### config.mk
export PLATFORM = sky130hd
export DESIGN_NAME = gbCore
export DESIGN_NICKNAME = d
export VERILOG_FILES = /design/src/rtl/gbCorePkg.sv /design/src/rtl/microcodeStore.sv /design/src/rtl/flowSequencer.sv /design/src/rtl/registerFile.sv /design/src/rtl/aluUnit.sv /design/src/rtl/addressUnit.sv /design/src/rtl/gbCore.sv
export SDC_FILE = /design/constraint.sdc
export NUM_CORES = 1
export LEC_CHECK = 0
export BUFFER_PORTS_ARGS = -buffer_cell sky130_fd_sc_hd__clkbuf_2
export CORE_ASPECT_RATIO = 0.7
export CORE_UTILIZATION = 52
export DETAILED_ROUTE_END_ITERATION = 12
export HOLD_SLACK_MARGIN = 0.08
export PLACE_DENSITY = 0.79
export SYNTH_ARGS = -nofsm -noshare
export SYNTH_HDL_FRONTEND = slang
export SYNTH_SLANG_ARGS = --single-unit
### constraint.sdc
create_clock -name iClock -period 14.25 [get_ports iClock]
set_input_delay 1.425 -clock iClock [delete_from_list [all_inputs] [get_ports iClock]]
set_output_delay 1.425 -clock iClock [all_outputs]
set_load 0.1 [all_outputs]
### src/rtl/gbCorePkg.sv
package gbCorePkg;

  // --------------------------------------------------
  // Widths
  localparam int addrWidth = 16;
  localparam int dataWidth = 8;
  localparam int uPcWidth  = 6;

  // Register field codes of the Z80 opcode map
  typedef enum logic [2:0] {
    regB, regC, regD, regE, regH, regL, regMem, regA
  } regCode;

  // --------------------------------------------------
  // Microcode word
  typedef enum logic [3:0] {
    uNop,
    uReadPc,    // PC to bus, advance PC
    uDispatch,  // Opcode into IR, jump to its flow
    uReadHl,
    uLoadDst,
    uLoadTmp,   // Jump offset byte
    uMove,
    uAluOp,
    uIncDec,
    uRotA,
    uWriteHl,
    uJumpRel
  } uopCmd;

  typedef enum logic [2:0] {
    eContinue, eEnd, eEndIfZClr, eEndIfZSet, eEndIfCClr, eEndIfCSet
  } flowEnd;

  typedef struct packed {
    uopCmd  cmd;
    flowEnd endCode;
  } uopWord;

  typedef enum logic [1:0] {
    sReset, sRun, sEnd
  } seqState;

  // --------------------------------------------------
  // Flow entry points in the microcode ROM
  localparam logic [uPcWidth-1:0] fetchFlow  = 6'd0;
  localparam logic [uPcWidth-1:0] flowNop    = 6'd2;
  localparam logic [uPcWidth-1:0] flowLdImm  = 6'd3;
  localparam logic [uPcWidth-1:0] flowMove   = 6'd5;
  localparam logic [uPcWidth-1:0] flowLdMem  = 6'd6;
  localparam logic [uPcWidth-1:0] flowStMem  = 6'd8;
  localparam logic [uPcWidth-1:0] flowAlu    = 6'd9;
  localparam logic [uPcWidth-1:0] flowAluMem = 6'd10;
  localparam logic [uPcWidth-1:0] flowIncDec = 6'd12;
  localparam logic [uPcWidth-1:0] flowRotA   = 6'd13;
  localparam logic [uPcWidth-1:0] flowJr     = 6'd14;
  localparam logic [uPcWidth-1:0] flowJrNz   = 6'd17;
  localparam logic [uPcWidth-1:0] flowJrZ    = 6'd20;
  localparam logic [uPcWidth-1:0] flowJrNc   = 6'd23;
  localparam logic [uPcWidth-1:0] flowJrC    = 6'd26;
  localparam int                  romWords   = 29;   // Populated words

  // Flags after reset
  localparam logic flagsResetZ = 1'b1;
  localparam logic flagsResetC = 1'b1;

endpackage

### src/rtl/microcodeStore.sv
module microcodeStore
(
  input  logic [gbCorePkg::uPcWidth-1:0]  uPc,
  input  logic [gbCorePkg::dataWidth-1:0] opcode,
  output gbCorePkg::uopCmd                cmd,
  output gbCorePkg::flowEnd               endCode,
  output logic [gbCorePkg::uPcWidth-1:0]  flowStart
);

  gbCorePkg::uopWord word;

  // --------------------------------------------------
  // Opcode to flow table
  always_comb
  begin
    casez (opcode)
      8'h34, 8'h35, 8'h36, 8'h76,
      8'b1000_1???, 8'b1001_1???:  flowStart = gbCorePkg::flowNop;  // Not in the subset
      8'b00??_?110:  flowStart = gbCorePkg::flowLdImm;
      8'b00??_?10?:  flowStart = gbCorePkg::flowIncDec;
      8'h17, 8'h1f:  flowStart = gbCorePkg::flowRotA;
      8'h18:         flowStart = gbCorePkg::flowJr;
      8'h20:         flowStart = gbCorePkg::flowJrNz;
      8'h28:         flowStart = gbCorePkg::flowJrZ;
      8'h30:         flowStart = gbCorePkg::flowJrNc;
      8'h38:         flowStart = gbCorePkg::flowJrC;
      8'b01??_?110:  flowStart = gbCorePkg::flowLdMem;
      8'b0111_0???:  flowStart = gbCorePkg::flowStMem;
      8'b01??_????:  flowStart = gbCorePkg::flowMove;
      8'b10??_?110:  flowStart = gbCorePkg::flowAluMem;
      8'b10??_????:  flowStart = gbCorePkg::flowAlu;
      default:       flowStart = gbCorePkg::flowNop;
    endcase
  end

  // --------------------------------------------------
  // Microcode ROM
  always_comb
  begin
    case (uPc)
      gbCorePkg::fetchFlow, gbCorePkg::flowLdImm,
      gbCorePkg::flowJr, gbCorePkg::flowJrNz, gbCorePkg::flowJrZ,
      gbCorePkg::flowJrNc, gbCorePkg::flowJrC:
        word = '{gbCorePkg::uReadPc, gbCorePkg::eContinue};
      gbCorePkg::fetchFlow + 6'd1:
        word = '{gbCorePkg::uDispatch, gbCorePkg::eContinue};
      gbCorePkg::flowLdImm + 6'd1, gbCorePkg::flowLdMem + 6'd1:
        word = '{gbCorePkg::uLoadDst, gbCorePkg::eEnd};
      gbCorePkg::flowMove:
        word = '{gbCorePkg::uMove, gbCorePkg::eEnd};
      gbCorePkg::flowLdMem, gbCorePkg::flowAluMem:
        word = '{gbCorePkg::uReadHl, gbCorePkg::eContinue};
      gbCorePkg::flowStMem:
        word = '{gbCorePkg::uWriteHl, gbCorePkg::eEnd};
      gbCorePkg::flowAlu, gbCorePkg::flowAluMem + 6'd1:
        word = '{gbCorePkg::uAluOp, gbCorePkg::eEnd};
      gbCorePkg::flowIncDec:
        word = '{gbCorePkg::uIncDec, gbCorePkg::eEnd};
      gbCorePkg::flowRotA:
        word = '{gbCorePkg::uRotA, gbCorePkg::eEnd};
      gbCorePkg::flowJr + 6'd1:
        word = '{gbCorePkg::uLoadTmp, gbCorePkg::eContinue};
      gbCorePkg::flowJrNz + 6'd1:   // Skip the jump when Z is set
        word = '{gbCorePkg::uLoadTmp, gbCorePkg::eEndIfZSet};
      gbCorePkg::flowJrZ + 6'd1:
        word = '{gbCorePkg::uLoadTmp, gbCorePkg::eEndIfZClr};
      gbCorePkg::flowJrNc + 6'd1:
        word = '{gbCorePkg::uLoadTmp, gbCorePkg::eEndIfCSet};
      gbCorePkg::flowJrC + 6'd1:
        word = '{gbCorePkg::uLoadTmp, gbCorePkg::eEndIfCClr};
      gbCorePkg::flowJr + 6'd2, gbCorePkg::flowJrNz + 6'd2, gbCorePkg::flowJrZ + 6'd2,
      gbCorePkg::flowJrNc + 6'd2, gbCorePkg::flowJrC + 6'd2:
        word = '{gbCorePkg::uJumpRel, gbCorePkg::eEnd};
      default:                      // NOP flow and unused words
        word = '{gbCorePkg::uNop, gbCorePkg::eEnd};
    endcase
  end

  assign cmd     = word.cmd;
  assign endCode = word.endCode;

endmodule

### src/rtl/flowSequencer.sv
module flowSequencer
(
  input  logic                           iClock,
  input  logic                           rst,
  input  gbCorePkg::uopCmd               cmd,
  input  gbCorePkg::flowEnd              endCode,
  input  logic [gbCorePkg::uPcWidth-1:0] flowStart,
  input  logic                           flagZ,
  input  logic                           flagC,
  output logic [gbCorePkg::uPcWidth-1:0] uPc,
  output logic                           flowActive
);

  gbCorePkg::seqState state;
  logic               endHit;   // Flow ends after this word

  always_comb
  begin
    case (endCode)
      gbCorePkg::eEnd:        endHit = 1'b1;
      gbCorePkg::eEndIfZClr:  endHit = ~flagZ;
      gbCorePkg::eEndIfZSet:  endHit = flagZ;
      gbCorePkg::eEndIfCClr:  endHit = ~flagC;
      gbCorePkg::eEndIfCSet:  endHit = flagC;
      default:                endHit = 1'b0;
    endcase
  end

  assign flowActive = (state == gbCorePkg::sRun);

  // --------------------------------------------------
  // Run state and micro-program counter
  always_ff @(posedge iClock)
  begin
    if (rst)
    begin
      state <= gbCorePkg::sReset;
      uPc   <= gbCorePkg::fetchFlow;
    end
    else
    begin
      case (state)
        gbCorePkg::sRun:
        begin
          if (cmd == gbCorePkg::uDispatch)
            uPc <= flowStart;
          else if (endHit)
            state <= gbCorePkg::sEnd;
          else
            uPc <= uPc + 1'b1;
        end
        default:                   // Leaving reset or a finished flow
        begin
          state <= gbCorePkg::sRun;
          uPc   <= gbCorePkg::fetchFlow;
        end
      endcase
    end
  end

  // Every flow must end inside the populated ROM
  assert property (@(posedge iClock) disable iff (rst)
    flowActive |-> uPc < gbCorePkg::romWords);

endmodule

### src/rtl/registerFile.sv
module registerFile
(
  input  logic                            iClock,
  input  logic                            rst,
  input  logic                            flowActive,
  input  gbCorePkg::uopCmd                cmd,
  input  logic [gbCorePkg::dataWidth-1:0] dataIn,
  input  logic [gbCorePkg::dataWidth-1:0] aluResult,
  input  logic                            aluZ,
  input  logic                            aluC,
  output logic [gbCorePkg::dataWidth-1:0] opcode,
  output logic [gbCorePkg::dataWidth-1:0] srcData,
  output logic [gbCorePkg::dataWidth-1:0] accum,
  output logic [gbCorePkg::addrWidth-1:0] hlPair,
  output logic [gbCorePkg::dataWidth-1:0] jumpOffset,
  output logic                            flagZ,
  output logic                            flagC
);

  logic [gbCorePkg::dataWidth-1:0] gpr [8];   // Indexed by register code
  gbCorePkg::regCode               dstCode;
  gbCorePkg::regCode               srcCode;

  // INC and DEC work on the destination field
  assign dstCode = gbCorePkg::regCode'(opcode[5:3]);
  assign srcCode = gbCorePkg::regCode'((cmd == gbCorePkg::uIncDec) ? opcode[5:3] : opcode[2:0]);

  assign srcData = (srcCode == gbCorePkg::regMem) ? dataIn : gpr[srcCode];
  assign accum   = gpr[gbCorePkg::regA];
  assign hlPair  = {gpr[gbCorePkg::regH], gpr[gbCorePkg::regL]};

  // --------------------------------------------------
  // Register and flag writes
  always_ff @(posedge iClock)
  begin
    if (rst)
    begin
      for (int i = 0; i < 8; i++)
        gpr[i] <= '0;
      opcode <= '0;
      flagZ  <= gbCorePkg::flagsResetZ;
      flagC  <= gbCorePkg::flagsResetC;
    end
    else if (flowActive)
    begin
      case (cmd)
        gbCorePkg::uDispatch:  opcode       <= dataIn;
        gbCorePkg::uLoadDst:   gpr[dstCode] <= dataIn;
        gbCorePkg::uMove:      gpr[dstCode] <= srcData;
        gbCorePkg::uAluOp:
        begin
          if (opcode[5:3] != 3'b111)       // CP only sets flags
            gpr[gbCorePkg::regA] <= aluResult;
          flagZ <= aluZ;
          flagC <= aluC;
        end
        gbCorePkg::uIncDec:
        begin
          gpr[dstCode] <= aluResult;
          flagZ        <= aluZ;
          flagC        <= aluC;
        end
        gbCorePkg::uRotA:
        begin
          gpr[gbCorePkg::regA] <= aluResult;
          flagC                <= aluC;   // Z kept
        end
        default:
        begin
        end
      endcase
    end
  end

  always_ff @(posedge iClock)
  begin
    if (flowActive && cmd == gbCorePkg::uLoadTmp)
      jumpOffset <= dataIn;
  end

  // The opcode table must never route a register write to the memory slot
  assert property (@(posedge iClock) disable iff (rst)
    flowActive && (cmd inside {gbCorePkg::uLoadDst, gbCorePkg::uMove, gbCorePkg::uIncDec})
    |-> dstCode != gbCorePkg::regMem);

endmodule

### src/rtl/aluUnit.sv
module aluUnit
(
  input  gbCorePkg::uopCmd                cmd,
  input  logic [gbCorePkg::dataWidth-1:0] opcode,
  input  logic [gbCorePkg::dataWidth-1:0] accum,
  input  logic [gbCorePkg::dataWidth-1:0] srcData,
  input  logic                            flagC,
  output logic [gbCorePkg::dataWidth-1:0] aluResult,
  output logic                            aluZ,
  output logic                            aluC
);

  logic [gbCorePkg::dataWidth:0] wide;   // Carry or borrow in the top bit

  // --------------------------------------------------
  // Result select
  always_comb
  begin
    case (cmd)
      gbCorePkg::uIncDec:                // Opcode bit 0 picks DEC
        wide = {flagC, opcode[0] ? srcData - 8'd1 : srcData + 8'd1};
      gbCorePkg::uRotA:
      begin
        if (opcode[3])                   // RRA
          wide = {accum[0], flagC, accum[7:1]};
        else                             // RLA
          wide = {accum[7], accum[6:0], flagC};
      end
      gbCorePkg::uAluOp:
      begin
        case (opcode[5:3])
          3'b000:          wide = {1'b0, accum} + {1'b0, srcData};   // ADD
          3'b010, 3'b111:  wide = {1'b0, accum} - {1'b0, srcData};   // SUB and CP
          3'b100:          wide = {1'b0, accum & srcData};
          3'b101:          wide = {1'b0, accum ^ srcData};
          3'b110:          wide = {1'b0, accum | srcData};
          default:         wide = {flagC, accum};
        endcase
      end
      default:
        wide = {flagC, accum};
    endcase
  end

  assign aluResult = wide[gbCorePkg::dataWidth-1:0];
  assign aluC      = wide[gbCorePkg::dataWidth];
  assign aluZ      = (aluResult == '0);

endmodule

### src/rtl/addressUnit.sv
module addressUnit
(
  input  logic                            iClock,
  input  logic                            rst,
  input  logic                            flowActive,
  input  gbCorePkg::uopCmd                cmd,
  input  logic [gbCorePkg::addrWidth-1:0] hlPair,
  input  logic [gbCorePkg::dataWidth-1:0] jumpOffset,
  input  logic [gbCorePkg::dataWidth-1:0] srcData,
  output logic [gbCorePkg::addrWidth-1:0] addr,
  output logic [gbCorePkg::dataWidth-1:0] dataOut,
  output logic                            readRequest,
  output logic                            writeEnable
);

  logic [gbCorePkg::addrWidth-1:0] pc;
  logic [gbCorePkg::addrWidth-1:0] readAddr;    // Bus address for the data cycle
  logic [gbCorePkg::addrWidth-1:0] jumpDelta;

  assign jumpDelta =
    {{(gbCorePkg::addrWidth - gbCorePkg::dataWidth){jumpOffset[7]}}, jumpOffset};

  // --------------------------------------------------
  // PC and read address
  always_ff @(posedge iClock)
  begin
    if (rst)
    begin
      pc          <= '0;
      readAddr    <= '0;
      readRequest <= 1'b0;
    end
    else
    begin
      // Data shows up in the cycle after the read micro-op
      readRequest <= flowActive && (cmd inside {gbCorePkg::uReadPc, gbCorePkg::uReadHl});
      if (flowActive)
      begin
        case (cmd)
          gbCorePkg::uReadPc:
          begin
            readAddr <= pc;
            pc       <= pc + 1'b1;
          end
          gbCorePkg::uReadHl:   readAddr <= hlPair;
          gbCorePkg::uJumpRel:  pc       <= pc + jumpDelta;
          default:
          begin
          end
        endcase
      end
    end
  end

  assign writeEnable = flowActive && (cmd == gbCorePkg::uWriteHl);
  assign addr        = writeEnable ? hlPair : readAddr;
  assign dataOut     = srcData;   // Source field register for LD (HL),r

  // No flow places a write right after a read
  assert property (@(posedge iClock) disable iff (rst)
    !(readRequest && writeEnable));

endmodule

### src/rtl/gbCore.sv
module gbCore
(
  input  logic                            iClock,
  input  logic                            rst,
  input  logic [gbCorePkg::dataWidth-1:0] dataIn,
  output logic [gbCorePkg::addrWidth-1:0] addr,
  output logic [gbCorePkg::dataWidth-1:0] dataOut,
  output logic                            readRequest,
  output logic                            writeEnable
);

  logic [gbCorePkg::uPcWidth-1:0]  uPc;
  logic [gbCorePkg::uPcWidth-1:0]  flowStart;
  gbCorePkg::uopCmd                cmd;
  gbCorePkg::flowEnd               endCode;
  logic                            flowActive;
  logic                            flagZ;
  logic                            flagC;
  logic [gbCorePkg::dataWidth-1:0] opcode;
  logic [gbCorePkg::dataWidth-1:0] srcData;
  logic [gbCorePkg::dataWidth-1:0] accum;
  logic [gbCorePkg::addrWidth-1:0] hlPair;
  logic [gbCorePkg::dataWidth-1:0] jumpOffset;
  logic [gbCorePkg::dataWidth-1:0] aluResult;
  logic                            aluZ;
  logic                            aluC;

  // --------------------------------------------------
  // Control path
  flowSequencer seq (
    .iClock(iClock), .rst(rst), .cmd(cmd), .endCode(endCode), .flowStart(flowStart),
    .flagZ(flagZ), .flagC(flagC), .uPc(uPc), .flowActive(flowActive)
  );

  microcodeStore ucode (
    .uPc(uPc), .opcode(dataIn),     // Opcode byte is on the bus at dispatch
    .cmd(cmd), .endCode(endCode), .flowStart(flowStart)
  );

  // --------------------------------------------------
  // Data path
  registerFile regs (
    .iClock(iClock), .rst(rst), .flowActive(flowActive), .cmd(cmd), .dataIn(dataIn),
    .aluResult(aluResult), .aluZ(aluZ), .aluC(aluC), .opcode(opcode), .srcData(srcData),
    .accum(accum), .hlPair(hlPair), .jumpOffset(jumpOffset), .flagZ(flagZ), .flagC(flagC)
  );

  aluUnit alu (
    .cmd(cmd), .opcode(opcode), .accum(accum), .srcData(srcData), .flagC(flagC),
    .aluResult(aluResult), .aluZ(aluZ), .aluC(aluC)
  );

  addressUnit bus (
    .iClock(iClock), .rst(rst), .flowActive(flowActive), .cmd(cmd), .hlPair(hlPair),
    .jumpOffset(jumpOffset), .srcData(srcData), .addr(addr), .dataOut(dataOut),
    .readRequest(readRequest), .writeEnable(writeEnable)
  );

endmodule

# ---- Word-level counts from Yosys, hierarchy flattened
# Memory sizes are Yosys's and may differ from the RTL's. A register that Yosys moved wholly into a read port is not among the register bits.
# Cells that the tools add are included.
dict set report totals {
  ff_bits 57
  ramBits 64
  rom_bits 224
  input_bits 10
  mem_count 2
}
dict set report op_classes {
  addsub 7
  n_eq_ne 48
  n_mux 53
  bitwise 12
  reduce_logical 22
}
# memory words width rd rd_ports_with_merged_regs write_ports line_no
set memory_table {}
lappend memory_table {{(no name shown)} 32 7 1 1 0 microcodeStore.sv:40} ;# case (uPc)
lappend memory_table {regs.gpr 8 8 4 0 8 registerFile.sv:20} ;# logic [gbCorePkg::dataWidth-1:0] gpr [8];
# cell count
set ops {}
lappend ops {{one-hot mux 16 bit (2 select lines)} 2}
lappend ops {{== test 8 x 6 -> 1 bit, second input constant} 7}
lappend ops {{two-way mux 8 bit} 7}
lappend ops {{one-hot mux 6 bit (9 select lines)} 1}
lappend ops {{one-hot mux 9 bit (5 select lines)} 1}
lappend ops {{two-way mux 1 bit} 27}
lappend ops {{one-hot mux 9 bit (3 select lines)} 1}
lappend ops {{== test 8 x 5 -> 1 bit, second input constant} 3}
lappend ops {{two-way mux 6 bit} 4}
lappend ops {{== test 3 bit, second input constant} 7}
lappend ops {{adder 16 x 1 -> 16 bit, second input constant} 1}
lappend ops {{adder 16 bit} 1}
lappend ops {{== test 4 x 3 -> 1 bit, second input constant} 4}
lappend ops {{== test 4 bit, second input constant} 4}
lappend ops {{two-way mux 16 bit} 1}
lappend ops {{== test 5 bit, second input constant} 3}
lappend ops {{== test 4 x 2 -> 1 bit, second input constant} 3}
lappend ops {{one-hot mux 6 bit (2 select lines)} 1}
lappend ops {{AND reduction 2 bit} 6}
lappend ops {{== test 5 x 4 -> 1 bit, second input constant} 2}
lappend ops {{two-way mux 5 bit} 2}
lappend ops {{adder 8 x 8 -> 9 bit} 1}
lappend ops {{== test 3 x 2 -> 1 bit, second input constant} 3}
lappend ops {{two-way mux 9 bit} 1}
lappend ops {{other kinds (32)} 49}

# ---- Depth between registers and ports, before layout
dict set report logic_depth {
  depth_word 10
  mapped_depth 25
  mapped_depth_nobuf 22
}

# ---- Modules after synthesis
# A second synthesis with hierarchy kept.
dict set report hier_totals {
  cells_unflattened 986
  area_unflattened_um2 9018.6
}
# mod instances cells_each area_each_um2
set by_module_without_submodules {}
lappend by_module_without_submodules {registerFile 1 323 3856.2}
lappend by_module_without_submodules {addressUnit 1 247 2155.8}
lappend by_module_without_submodules {aluUnit 1 264 1864.3}
lappend by_module_without_submodules {microcodeStore 1 100 658.1}
lappend by_module_without_submodules {flowSequencer 1 52 484.2}

# ---- Worst setup path after synthesis
# No wires, ideal clock.
dict set report synth_timing {
  path_type {input-to-reg}
  start {in dataIn[1] (netlist bit)}
  end {mem regs.gpr[7][6] (netlist bit), data pin}
  setup_ns 0.271
  t_arrival_ns 6.288
  slack_ns 7.691
  path_stages 19
  n_path_buf 1
  cell_sequence {clkbuf_1 -> mux2i_1 -> nand2_1 -> o21ai_0 -> o21ai_1 -> inv_1 -> ha_1 -> o21ai_0 -> fa_1 -> a21o_1 -> a21oi_1 -> nor2b_1 -> o21a_1 -> nor2_1 -> xnor2_1 -> nor2_1 -> nor4_1 -> o21a_1 -> o22ai_1}
}
# element line_no
set synth_lines {}
lappend synth_lines {{start, declared} gbCore.sv:5} ;# input logic [gbCorePkg::dataWidth-1:0] dataIn,
lappend synth_lines {{end, declared} registerFile.sv:20}

==> results.sh <==
export IMPL_status="finished clean"
export IMPL_layout_common_cells="nand2_1 (163), nor2_1 (106), a21oi_1 (77)"
export IMPL_clock_latency_ns=0.43
export IMPL_timing_hold_ws_ns=0.454
export IMPL_cts_hold_buf=0
export IMPL_row_count=38
export IMPL_fin_crit_ns=6.38
export IMPL_hold_violations=0
export IMPL_ys_flop_type="edfxtp_1"
export IMPL_cts_sinks=120
export IMPL_synth_fp_nets=1067
export IMPL_setup_tns_ns=0
export IMPL_ys_async_sr_fraction=0
export IMPL_synth_top_area_share=0.225
export IMPL_finalWirelength_um=24600
export IMPL_start_kind="flip-flop"
export IMPL_start_util=0.542
export IMPL_port_buffers=35
export IMPL_cts_clk_slew_worst_paths_ns=0.06
export IMPL_wire_per_inst_um=19.7
export IMPL_clock_skew_ns=0.0128
export IMPL_drc=0
export IMPL_clockRootBuffer="clkbuf_16"
export IMPL_final_cells=1244
export IMPL_maxCapViolations=0
export IMPL_dieArea_um2=17000
export IMPL_numCtsBuffers=17
export IMPL_crit_required_ns=14.40
export IMPL_p_seq_frac=0.376
export IMPL_gp_congestion=0.956
export IMPL_routed_via_density=6.26
export IMPL_track_usage=0.301
export IMPL_post_cts_buffers=0
export IMPL_power_leakage_nw=3.86
export IMPL_p_switching_w=0.000330
export IMPL_ys_seq_area_frac=0.356
export IMPL_antenna_left=0
export IMPL_synthTopCellsByArea="edfxtp_1 (22%), dfxtp_1 (13%), ha_1 (7.9%), nand2_1 (7.2%), nor2_1 (4.7%)"
export IMPL_synth_cells=1000
export IMPL_die_h_um=109
export IMPL_multiInputGateArea_um2=5100
export IMPL_ctsResizeCount=0
export IMPL_yosys_register_bits=120
export IMPL_slew_headroom=0.196
export IMPL_ir_drop_v=0.0000676
export IMPL_period_share=0.447
export IMPL_cp_max_fo=14
export IMPL_yosys_area_top_type="edfxtp_1"
export IMPL_dp_cells=1212
export IMPL_die_w_um=155
export IMPL_finalSetupViolations=0
export IMPL_rsz0062_at_grt="no"
export IMPL_p_per_area_nw_per_um2=110
export IMPL_grt_max_degree=54
export IMPL_nets=1078
export IMPL_area_growth_synth_to_final_pct=10.5
export IMPL_hold_path_class="reg2reg"
export IMPL_drtIter0Drc=1093
export IMPL_ys_types=76
export IMPL_final_common_cell="nand2_1"
export IMPL_synth_edf_count=64
export IMPL_cts_tree="done"
export IMPL_vias=7784
export IMPL_switching_share=0.316
export IMPL_synthesis_area_um2=8550
export IMPL_dr_pass1_iters=9
export IMPL_grt_pass1_wl_um=38600
export IMPL_end_kind="flip-flop"
export IMPL_worstSetupPathType="reg2reg"
export IMPL_cp_arrival_ns=6.53
export IMPL_antenna_found_initial=0
export IMPL_fill_cells=1350
export IMPL_total_power_w=0.00104
export IMPL_tightest_slew_ns=1.21
export IMPL_sequential_cell_area_um2=3040
export IMPL_p_clk_frac=0.427
export IMPL_synth_avg_cell_area_um2=8.55
export IMPL_p_int_w=0.000712
export IMPL_clk_path_buf_depth=2
export IMPL_fmax_mhz=157
export IMPL_dp_hpwl_um=17500
export IMPL_core_area_um2=15800
export IMPL_hold_path_startpoint="bus.readAddr[5]"
export IMPL_grt_overflow_total=0
export IMPL_yosysWarningCount=0
export IMPL_h_tree_depth=4
export IMPL_slew_viol_final=0
export IMPL_p_comb_frac=0.197
export IMPL_grt_pass1_vias=6881
export IMPL_layout_drive_gt1_share=0.117
export IMPL_antenna_cells=0
export IMPL_num_io_pins=36
==> critical path: stages, from the launching register on <==
cell and delay (ns):
dfxtp_1 0.44, or3b_1 0.59, nor2_8 0.23, mux2i_2 0.86
o21ai_0 0.28, o21ai_1 0.60, inv_1 0.19, ha_1 0.31
o21ai_0 0.15, fa_1 0.46, a21o_1 0.20, a21oi_1 0.17
nor2b_1 0.10, o21a_1 0.18, nor2_1 0.17, xnor2_1 0.14
nor2_1 0.06, nor4_1 0.51, o21a_1 0.34, o22ai_1 0.10
==> registers in the layout, summed over array words and instances, names as in the netlist, named ones only <==
| name | flops |
|---|---|
| regs.gpr | 56 |
| bus.pc | 16 |
| bus.readAddr | 16 |
| regs.jumpOffset | 8 |
| regs.opcode | 6 |
| seq.uPc | 6 |
| seq.state | 2 |
| bus.readRequest | 1 |
| regs.flagC | 1 |
| regs.flagZ | 1 |
==> metal layers <==
| metal | global-route usage | part of all wire | vias up |
|---|---|---|---|
| li1 | - | - | 3611 |
| met1 | 0.449 | 0.44 | 3674 |
| met2 | 0.421 | 0.41 | 463 |
| met3 | 0.0902 | 0.14 | 36 |
| met4 | 0.0707 | 0.012 | 0 |
| met5 | 0 | 0 | - |
==> power by group through the flow <==
stage	Sequential [W]	Clock, W	Combinational [W]
after floorplan	0.000395	0	0.000158
after global placement	0.000397	0	0.000197
after detailed placement	0.000398	0	0.000200
after global routing	0.000393	0.000463	0.000221
final	0.000392	0.000446	0.000205
after CTS	0.000391	0.000445	0.000201
==> synthesized netlist by cell type, drive strengths merged, types with 4 or more instances <==
cell / count
o21ai: 61
and2: 9
ha: 54
or2: 4
o21bai: 5
nand2: 163
nor3: 19
nand3b: 5
a21o: 7
and3: 4
a211oi: 9
xor2: 6
xnor2: 24
o211ai: 8
edfxtp: 64
nand3: 21
nand2b: 15
o221ai: 17
nor2b: 17
or3: 8
buf: 13
a22oi: 4
o22ai: 10
dfxtp: 56
mux2: 11
mux2i: 35
clkbuf: 39
mux4: 10
a21oi: 82
inv: 47
nor2: 108
a31oi: 6
nor3b: 5
==> metrics by stage <==
stage	cell area (um^2)	setup slack [ns]	utilization
global route	9450	7.41	0.599
detailed placement	8850	8.02	0.561
floorplan	8550	7.69	-
finish	9450	7.87	0.599
CTS	9450	7.99	0.599
global placement	8850	8.37	0.561
==> path summary, 6_finish.rpt <==
check | depth (start not counted) | slack, ns | to
worst min register to register | 2 | 0.45 | bus.readAddr[5]
worst max-delay path | 19 | 7.87 | regs.gpr[7][6]
worst min-delay path | 2 | 0.45 | bus.readAddr[5]
worst max register to register | 19 | 7.87 | regs.gpr[7][6]
==> layout make-up <==
type | count | share of cell area
multi-input combinational | 779 | 0.540
sequential | 120 | 0.322
clock buffer | 18 | 0.0454
tap | 220 | 0.0291
timing repair buffer | 44 | 0.0257
inverter | 49 | 0.0195
clock inverter | 14 | 0.0183
==> kinds of logic (layout without fill, tap and decap cells) <==
family | after synthesis | after routing | synth area share
xor gates and xnor gates | 30 | 30 | 0.0307
AOI/OAI and AO/OA | 244 | 244 | 0.180
adders and majority gates | 57 | 57 | 0.0860
DFF | 120 | 120 | 0.356
buffers and inverters | 101 | 125 | 0.0476
and+or+nand+nor | 392 | 392 | 0.211
muxes | 56 | 56 | 0.0888
(Power assumes the default switching activity.)
